File: config.mk
export PLATFORM = sky130hd
export DESIGN_NAME = div_top
export DESIGN_NICKNAME = d
export VERILOG_FILES = /design/src/div_pkg.sv /design/src/div_operand_if.sv /design/src/div_ctrl.sv /design/src/div_operand_prep.sv /design/src/div_digit_select.sv /design/src/div_iterate.sv /design/src/div_sign_fix.sv /design/src/div_top.sv
export SDC_FILE = /design/constraint.sdc
export NUM_CORES = 1
export LEC_CHECK = 0
export BUFFER_PORTS_ARGS = -buffer_cell sky130_fd_sc_hd__buf_4
export CAP_MARGIN = 20
export CORE_ASPECT_RATIO = 0.5
export CORE_UTILIZATION = 48
export CTS_BUF_LIST = sky130_fd_sc_hd__clkbuf_4 sky130_fd_sc_hd__clkbuf_8
export DETAILED_ROUTE_END_ITERATION = 6
export GPL_TIMING_DRIVEN = 0
export PLACE_DENSITY = 0.72
export SLEW_MARGIN = 0
export SYNTH_ARGS = -nofsm -noshare
export SYNTH_HDL_FRONTEND = slang
export SYNTH_HIERARCHICAL = 1
export SYNTH_SLANG_ARGS = --single-unit
File: constraint.sdc
create_clock -name clk -period 6.9 [get_ports clk]
set_input_delay 1.035 -clock clk [delete_from_list [all_inputs] [get_ports clk]]
set_output_delay 1.035 -clock clk [all_outputs]
set_load 0.05 [all_outputs]
File: src/div_pkg.sv
package div_pkg;

    // operand and result width
    localparam int DATA_W = 32;

    // radix 4 retires two quotient bits per step
    localparam int DIGIT_W = 2;
    localparam int NUM_STEPS = DATA_W / DIGIT_W;

    typedef logic [DATA_W-1:0] data_t;
    typedef logic [DIGIT_W-1:0] digit_t;

    // two extra bits so that three times the divisor fits
    typedef logic [DATA_W+DIGIT_W-1:0] rem_t;

    typedef logic [$clog2(NUM_STEPS+1)-1:0] step_t;

    typedef enum logic [1:0] {
        st_idle,
        st_prep,
        st_iterate,
        st_fix
    } ctrl_state_t;

endpackage

File: src/div_operand_if.sv
interface div_operand_if;

    // magnitudes of the captured operands
    div_pkg::data_t abs_dividend;
    div_pkg::data_t abs_divisor;

    // sign correction for the final results
    logic neg_quotient;
    logic neg_remainder;

    modport prep (
        output abs_dividend,
        output abs_divisor,
        output neg_quotient,
        output neg_remainder
    );

    modport datapath (
        input abs_dividend,
        input abs_divisor
    );

    modport fix (
        input neg_quotient,
        input neg_remainder
    );

endinterface

File: src/div_ctrl.sv
module div_ctrl (
    input  logic clk,
    input  logic rst_n,
    input  logic in_valid,
    output logic capture,
    output logic load,
    output logic step,
    output logic fix
);

    div_pkg::ctrl_state_t state;
    div_pkg::ctrl_state_t state_next;
    div_pkg::step_t step_cnt;

    // only an idle controller accepts a request
    assign capture = (state == div_pkg::st_idle) && in_valid;
    assign load = (state == div_pkg::st_prep);
    assign step = (state == div_pkg::st_iterate);
    assign fix = (state == div_pkg::st_fix);

    always_comb begin
        state_next = state;
        case (state)
            div_pkg::st_idle: begin
                if (in_valid) begin
                    state_next = div_pkg::st_prep;
                end
            end
            div_pkg::st_prep: begin
                state_next = div_pkg::st_iterate;
            end
            div_pkg::st_iterate: begin
                // last digit step
                if (step_cnt == div_pkg::step_t'(div_pkg::NUM_STEPS - 1)) begin
                    state_next = div_pkg::st_fix;
                end
            end
            div_pkg::st_fix: begin
                state_next = div_pkg::st_idle;
            end
            default: begin
                state_next = div_pkg::st_idle;
            end
        endcase
    end

    always_ff @(posedge clk or negedge rst_n) begin
        if (!rst_n) begin
            state <= div_pkg::st_idle;
            step_cnt <= '0;
        end else begin
            state <= state_next;
            if (state == div_pkg::st_iterate) begin
                step_cnt <= step_cnt + 1'b1;
            end else begin
                step_cnt <= '0;
            end
        end
    end

endmodule

File: src/div_operand_prep.sv
module div_operand_prep (
    input  logic                clk,
    input  logic                rst_n,
    input  logic                capture,
    input  div_pkg::data_t      dividend,
    input  div_pkg::data_t      divisor,
    input  logic                is_signed,
    div_operand_if.prep         ops
);

    logic dividend_neg;
    logic divisor_neg;
    div_pkg::data_t dividend_mag;
    div_pkg::data_t divisor_mag;

    // sign bits only count in signed mode
    assign dividend_neg = is_signed && dividend[div_pkg::DATA_W-1];
    assign divisor_neg = is_signed && divisor[div_pkg::DATA_W-1];

    // two's complement magnitude
    // the most negative value maps onto itself and reads correctly as unsigned
    assign dividend_mag = dividend_neg ? (~dividend) + div_pkg::data_t'(1) : dividend;
    assign divisor_mag = divisor_neg ? (~divisor) + div_pkg::data_t'(1) : divisor;

    always_ff @(posedge clk) begin
        if (capture) begin
            ops.abs_dividend <= dividend_mag;
            ops.abs_divisor <= divisor_mag;
        end
    end

    always_ff @(posedge clk or negedge rst_n) begin
        if (!rst_n) begin
            ops.neg_quotient <= 1'b0;
            ops.neg_remainder <= 1'b0;
        end else if (capture) begin
            // quotient is negative when exactly one operand is
            ops.neg_quotient <= dividend_neg ^ divisor_neg;
            // remainder follows the dividend
            ops.neg_remainder <= dividend_neg;
        end
    end

endmodule

File: src/div_digit_select.sv
module div_digit_select (
    input  div_pkg::rem_t   partial,
    input  div_pkg::data_t  divisor,
    output div_pkg::digit_t digit
);

    div_pkg::rem_t div_x1;
    div_pkg::rem_t div_x2;
    div_pkg::rem_t div_x3;

    assign div_x1 = div_pkg::rem_t'(divisor);
    assign div_x2 = div_x1 << 1;
    assign div_x3 = div_x1 + div_x2;

    // largest multiple that still fits under the partial remainder
    always_comb begin
        if (partial >= div_x3) begin
            digit = div_pkg::digit_t'(3);
        end else if (partial >= div_x2) begin
            digit = div_pkg::digit_t'(2);
        end else if (partial >= div_x1) begin
            digit = div_pkg::digit_t'(1);
        end else begin
            digit = div_pkg::digit_t'(0);
        end
    end

endmodule

File: src/div_iterate.sv
module div_iterate (
    input  logic            clk,
    input  logic            rst_n,
    input  logic            load,
    input  logic            step,
    div_operand_if.datapath ops,
    output div_pkg::data_t  quotient_mag,
    output div_pkg::data_t  remainder_mag
);

    // remaining dividend bits in msb first order
    div_pkg::data_t dvd_sr;
    div_pkg::data_t partial;
    div_pkg::data_t quo;

    div_pkg::rem_t shifted;
    div_pkg::rem_t div_x1;
    div_pkg::rem_t multiple;
    div_pkg::digit_t digit;

    // bring down the next two dividend bits
    assign shifted = {partial, dvd_sr[div_pkg::DATA_W-1 -: div_pkg::DIGIT_W]};

    div_digit_select i_div_digit_select (
        .partial (shifted),
        .divisor (ops.abs_divisor),
        .digit   (digit)
    );

    assign div_x1 = div_pkg::rem_t'(ops.abs_divisor);

    // digit times divisor from shifts and one add
    always_comb begin
        case (digit)
            div_pkg::digit_t'(0): multiple = '0;
            div_pkg::digit_t'(1): multiple = div_x1;
            div_pkg::digit_t'(2): multiple = div_x1 << 1;
            default:              multiple = div_x1 + (div_x1 << 1);
        endcase
    end

    always_ff @(posedge clk) begin
        if (load) begin
            dvd_sr <= ops.abs_dividend;
        end else if (step) begin
            dvd_sr <= dvd_sr << div_pkg::DIGIT_W;
        end
    end

    always_ff @(posedge clk or negedge rst_n) begin
        if (!rst_n) begin
            partial <= '0;
            quo <= '0;
        end else if (load) begin
            partial <= '0;
            quo <= '0;
        end else if (step) begin
            // with a zero divisor the top two bits fall off here, which
            // leaves the dividend itself as remainder
            partial <= div_pkg::data_t'(shifted - multiple);
            quo <= {quo[div_pkg::DATA_W-div_pkg::DIGIT_W-1:0], digit};
        end
    end

    assign remainder_mag = partial;
    assign quotient_mag = quo;

endmodule

File: src/div_sign_fix.sv
module div_sign_fix (
    input  logic           clk,
    input  logic           rst_n,
    input  logic           fix,
    input  div_pkg::data_t quotient_mag,
    input  div_pkg::data_t remainder_mag,
    div_operand_if.fix     ops,
    output div_pkg::data_t quotient,
    output div_pkg::data_t remainder,
    output logic           out_valid
);

    div_pkg::data_t quotient_adj;
    div_pkg::data_t remainder_adj;

    // negate where the operand signs call for it
    assign quotient_adj = ops.neg_quotient ?
                          (~quotient_mag) + div_pkg::data_t'(1) : quotient_mag;
    assign remainder_adj = ops.neg_remainder ?
                           (~remainder_mag) + div_pkg::data_t'(1) : remainder_mag;

    always_ff @(posedge clk or negedge rst_n) begin
        if (!rst_n) begin
            quotient <= '0;
            remainder <= '0;
            out_valid <= 1'b0;
        end else begin
            out_valid <= fix;
            // results hold until the next division finishes
            if (fix) begin
                quotient <= quotient_adj;
                remainder <= remainder_adj;
            end
        end
    end

endmodule

File: src/div_top.sv
module div_top (
    input  logic           clk,
    input  logic           rst_n,
    input  div_pkg::data_t dividend,
    input  div_pkg::data_t divisor,
    input  logic           in_valid,
    input  logic           is_signed,
    output div_pkg::data_t quotient,
    output div_pkg::data_t remainder,
    output logic           out_valid
);

    logic capture;
    logic load;
    logic step;
    logic fix;

    div_pkg::data_t quotient_mag;
    div_pkg::data_t remainder_mag;

    // operand magnitudes and sign flags stay stable between captures
    div_operand_if ops ();

    div_ctrl i_div_ctrl (
        .clk      (clk),
        .rst_n    (rst_n),
        .in_valid (in_valid),
        .capture  (capture),
        .load     (load),
        .step     (step),
        .fix      (fix)
    );

    div_operand_prep i_div_operand_prep (
        .clk       (clk),
        .rst_n     (rst_n),
        .capture   (capture),
        .dividend  (dividend),
        .divisor   (divisor),
        .is_signed (is_signed),
        .ops       (ops.prep)
    );

    div_iterate i_div_iterate (
        .clk           (clk),
        .rst_n         (rst_n),
        .load          (load),
        .step          (step),
        .ops           (ops.datapath),
        .quotient_mag  (quotient_mag),
        .remainder_mag (remainder_mag)
    );

    div_sign_fix i_div_sign_fix (
        .clk           (clk),
        .rst_n         (rst_n),
        .fix           (fix),
        .quotient_mag  (quotient_mag),
        .remainder_mag (remainder_mag),
        .ops           (ops.fix),
        .quotient      (quotient),
        .remainder     (remainder),
        .out_valid     (out_valid)
    );

endmodule

# Word level (Yosys, flattened, before mapping)
# Index checks and enable logic that the tools add are counted.
[totals]
regBits = 234
in_bits = 68
out_inout_bits = 65
wordCells = 60
[op_classes]
add_sub_neg = 7
magnitude_cmp = 3
eq_ne = 8
mux = 18
bitwise = 5
n_reduce_logical = 7
[ops]
columns = ["op", "n"]
rows = [
  ["$mux W32", 10],
  ["$add A32 B1 Y32 const B", 4],
  ["$not A32 Y32", 4],
  ["$pmux W32 S3", 1],
  ["$add A32 B33 Y34", 1],
  ["$ge A34 B32 Y1", 1],
  ["$ge A34 B33 Y1", 1],
  ["$ge A34 B34 Y1", 1],
  ["$sub A32 B32 Y32", 1],
  ["$mux W2", 4],
  ["$pmux W2 S4", 1],
  ["$eq A2 B2 Y1 const B", 3],
  ["$add A5 B1 Y5 const B", 1],
  ["$eq A5 B4 Y1 const B", 1],
  ["$mux W5", 1],
  ["$eq A2 B1 Y1 const B", 2],
  ["$logic_not A2 Y1", 2],
  ["$ne A2 B2 Y1 const B", 2],
  ["$logic_and A1 B1 Y1", 3],
  ["$reduce_and A2 Y1", 1],
  ["$reduce_bool A2 Y1", 1],
  ["$mux W1", 1],
  ["$xor A1 B1 Y1", 1],
]

# Logic depth before layout (Yosys ltp)
[depth]
word_depth = 9
ltp_mapped = 35
mapped_depth_nobuf = 33

# Modules after synthesis
# The synthesis kept the hierarchy.
[by_module_without_submodules]
columns = ["module", "n_inst", "cells_each", "area_each_um2", "seq_area_each_um2"]
rows = [
  ["div_iterate", 1, 758, 7377.1, 2562.5],
  ["div_sign_fix", 1, 410, 3852.4, 1626.6],
  ["div_digit_select", 1, 490, 3814.9, 0.0],
  ["div_operand_prep", 1, 286, 3459.6, 1971.9],
  ["div_ctrl", 1, 32, 392.9, 175.2],
]

# Worst setup path before layout
# OpenSTA, ideal clock, no wires.
[synth_timing]
path_kind = "register to register"
startpoint = "reg i_div_operand_prep.ops.abs_divisor[1]"
endpoint = "reg i_div_iterate.partial[23] (netlist: i_div_iterate/remainder_mag[23])"
setup_ps = 121
t_arrival_ps = 7244
required_ps = 6779
setup_slack_ps = -465
stages_incl_launch_ff = 35
path_buffers = 3
synth_period_minus_slack_ps = 7365
path_cell_list = "edfxtp_1 > ha_1 > fa_1 > a211oi_1 > o21bai_1 > o211ai_2 > a31oi_4 > a21o_1 > a21oi_1 > xor2_1 > ha_1 > a21o_1 > a21o_1 > a21oi_1 > o21ai_0 > a21o_2 > a221o_1 > a21o_1 > or2_1 > clkbuf_1 > clkbuf_1 > clkbuf_1 > a21oi_1 > a22oi_1 > ha_1 > and2_1 > o21ai_0 > a31oi_1 > a311oi_1 > o21bai_1 > a211o_1 > a21o_1 > a21oi_1 > xnor2_1 > a22o_1"
[synth_via]
word_cells_on_any_way = 14
classes_between = "add/sub (2); order compare (3); eq/ne (2); mux (6); reduce/logical (1)"
[synth_lines]
columns = ["element", "line_no", "source"]
rows = [
  ["from (decl)", "div_operand_if.sv:13", "output abs_divisor,"],
  ["from (signal assigned)", "div_operand_prep.sv:28", "ops.abs_divisor <= divisor_mag;"],
  ["$add A32 B33 Y34 or $ge A34 B33 Y1 (tied branches)", "div_iterate.sv:38, div_digit_select.sv:19", ""],
  ["$ge A34 B34 Y1 or $mux W2 (tied branches)", "div_digit_select.sv:17, div_digit_select.sv:19", ""],
  ["$mux W2 *", "div_digit_select.sv:17", "if (partial >= div_x3) begin"],
  ["named net i_div_iterate.digit[1]", "div_iterate.sv:19", "div_pkg::digit_t digit;"],
  ["$eq A2 B2 Y1 (tied with other cells)", "div_iterate.sv:34", "case (digit)"],
  ["$pmux W32 S3 *", "div_iterate.sv:34", ""],
  ["$sub A32 B32 Y32 *", "div_iterate.sv:60", "partial <= div_pkg::data_t'(shifted - multiple);"],
  ["$mux W32 *", "div_iterate.sv:57", "end else if (step) begin"],
  ["$mux W32 *", "div_iterate.sv:54", "end else if (load) begin"],
  ["to (signal assigned)", "div_iterate.sv:60", ""],
  ["to (decl)", "div_iterate.sv:13", "div_pkg::data_t partial;"],
]
# The timed path passes the listed nets; every way through them passes the cells marked *. The select of a mux whose other input is x is not followed.
# A chain may end at the register's enable or synchronous reset.

# Worst setup path after layout
[layout_timing]
startpoint = "reg i_div_operand_prep.ops.abs_divisor[9]"
endpoint = "reg i_div_iterate.partial[30] (netlist: i_div_iterate/remainder_mag[30])"
# The elaborated chain is that of the path after synthesis.

==> reports/results.ini <==
[finish]
drive_above_1_share_pct = 20.5
final_cell_mix = ha_1 (190), nor2_1 (189), buf_4 (179)
final_common_cell = ha_1
stdcell_count = 2747
fin_nets = 2473
fillers = 3249
area_growth_pct = 18.9
finish.utilization_pct = 59.0

[clock_tree]
cts-root-buf = clkbuf_8
clkLatencyLatePin_ns = 0.57
numCtsBuffers = 36
cts_tree = done
hold_buffers = 0
cts.path.max_buffers = 3
h-tree-depth = 2
path_clk_slew_ns = 0.09
cts.sinks = 234

[logic_synthesis]
synthTopCellsByArea = dfrtp_1 (18%), edfxtp_1 (15%), ha_1 (13%), xor2_1 (4.8%), a21oi_1 (4.7%)
synth_edf_count = 96
ys_ff_latch = 234
yosysTopAreaCellShare_pct = 18.3
synthCells = 1976
async_flop_share_pct = 59.0
ys_types = 93
yosysTopAreaCell = dfrtp_1
netlist_area_sq_um = 18900
synth-main-ff-cell = dfrtp_1
seq_area_frac_synth_pct = 33.5
syn_avg_cell_area_sq_um = 9.56
syn-num-nets = 2249
ys_warn_count = 6

[run_status]
status = finished with violations
violations = setup timing

[detailed_routing]
drc = 0
dr.pass1.iters = 5
ant_nets = 0
drtIter0Drc = 1224
vias = 16133
vias_per_cell = 5.87
wl_per_cell_microns = 18.7
routed_wl_microns = 51300

[placement]
gp_congestion = 0.921
port_buffers = 131
placed_cells = 2630
place_hpwl_microns = 38400
dp_slack_ns = -1.33

[timing]
worst_slew_pin_slew_ns = 0.895
slew_headroom_pct = 40.3
min_period_ns = 7.36
rsz0062_at_grt = true
fin_tns_setup_ns = -4.38
final-hold-violation-count = 0
setup_ws_ns = -0.465
finalSetupViolCount = 20
drv_slew = 0
finClkSkew_ns = 0.0538
period_share_pct = 107
fmax_mhz = 136

[global_route]
grt_pass1_vias = 15503
grt_pass1_wl_microns = 80400
grt_max_degree = 97
grt_use_total_pct = 25.2
grt-ovfl-total = 0
antenna_found_initial = 0

[critical_path]
end_kind = flip-flop
setup.worst_path.start_class = flip-flop
worstPathMaxFanout = 6
cpMostUsedCell = a21o_1
reg2regPathDepth = 34
worstSetupPathType = reg2reg
cpPeakStageDelay_ns = 0.51
reg2reg_to = i_div_iterate/remainder_mag[30]
arrival_ns = 7.80
r2r_slack_ns = -0.46
reg2reg_from = i_div_operand_prep/ops.abs_divisor[9]
cp.required_ns = 7.33
slowest_stage = edfxtp_1

[hold_path]
min_path_type = in2async

[die]
die_area_sq_um = 40200
die_w_microns = 283
die-height_microns = 142
rows = 50
fp.coreArea_sq_um = 38100
start_util_pct = 49.6
boundaryPins = 133

[job]
cap_violations = 0

## through the flow
stage	hold WS, ns	instance area, sq um
final	0.390	22500
after global routing	0.380	22500
after CTS	0.358	22200
after detailed placement	0.465	20700
after global placement	0.456	20600
after floorplan	0.431	19000
## cells in the mapped netlist, types with 32 or more instances
library cell / number
a21o_1: 83
a21oi_1: 179
clkbuf_1: 49
dfrtp_1: 138
edfxtp_1: 96
ha_1: 202
inv_1: 92
mux2_2: 53
mux2i_1: 51
nand2_1: 75
nand4_1: 32
nor2_1: 194
o21ai_0: 76
o31ai_1: 38
xnor2_1: 95
xor2_1: 103
## critical path, delay by kind of cell, from the launching register on
kind | cells | cell delay, ns
adder cells (fa/ha/maj) | 3 | 0.90
XOR/XNOR | 2 | 0.41
buffers and inverters | 3 | 0.42
AND/OR/NAND/NOR | 2 | 0.36
flip-flops | 1 | 0.51
multiplexers | 1 | 0.30
AO/OA/AOI/OAI | 23 | 4.34
## final cells by class
type	instances	area (sq um)	share of cell area [%]
multi-input cells	1584	12500	55.8
inverters	92	345	1.54
clock buffers	52	659	2.93
clock inverters	12	98.8	0.440
repair buffers	187	1490	6.61
plain buffers	65	362	1.61
diodes	1	2.50	0.0111
flip-flops and latches	234	6340	28.2
well taps	520	651	2.90
## repair_timing
item | in CTS | in global routing
pin swaps | 54 | 46
cloned | 1 | 0
setup buffers | 31 | 22
setup endpoints to repair | 26 | 25
resized for setup | 93 | 35
## flip-flops by register name, summed over array words and instances, names as in the netlist
name	cells
i_div_iterate/dvd_sr	32
i_div_iterate/quotient_mag	32
i_div_iterate/remainder_mag	32
i_div_operand_prep/ops.abs_dividend	32
i_div_operand_prep/ops.abs_divisor	32
i_div_sign_fix/quotient	32
i_div_sign_fix/remainder	32
i_div_ctrl/step_cnt	5
i_div_ctrl/state	2
i_div_operand_prep/ops.neg_quotient	1
i_div_operand_prep/ops.neg_remainder	1
i_div_sign_fix/out_valid	1
## how the worst max path moves through the flow
| stage | depth (start not counted) | slack (ns) | startpoint | end |
|---|---|---|---|---|
| 6_report | 34 | -0.46 | i_div_operand_prep/ops.abs_divisor[9] | i_div_iterate/remainder_mag[30] |
| 5_1_grt | 35 | -0.67 | i_div_operand_prep/ops.abs_divisor[0] | i_div_iterate/remainder_mag[30] |
| 4_1_cts | 34 | -0.48 | i_div_operand_prep/ops.abs_divisor[0] | i_div_iterate/remainder_mag[31] |
| 3_5_place_dp | 34 | -1.33 | i_div_operand_prep/ops.abs_divisor[1] | i_div_iterate/remainder_mag[31] |
| 3_3_place_gp | 34 | -1.30 | i_div_operand_prep/ops.abs_divisor[1] | i_div_iterate/remainder_mag[31] |
| 2_1_floorplan | 34 | -0.02 | i_div_operand_prep/ops.abs_divisor[1] | i_div_iterate/remainder_mag[23] |
## logic make-up after synthesis
kind of cell / Yosys count / share of synthesized area (%)
mux: 105 / 5.94
xor+xnor: 199 / 9.30
fa+ha+maj: 205 / 13.7
flops: 234 / 33.5
compound gates: 566 / 20.2
simple gates: 509 / 14.2
buf+inv: 158 / 3.18
## routing by layer
| metal | global-route usage, % | wire length [microns] |
|---|---|---|
| met5 | 0 | 0 |
| met4 | 6.29 | 1160 |
| met3 | 3.79 | 2670 |
| met2 | 41.6 | 23600 |
| met1 | 34.7 | 23800 |
Power is left out: the tool's default activity adds up to more than one toggle a clock period on the data nets, which glitch-free logic cannot reach.
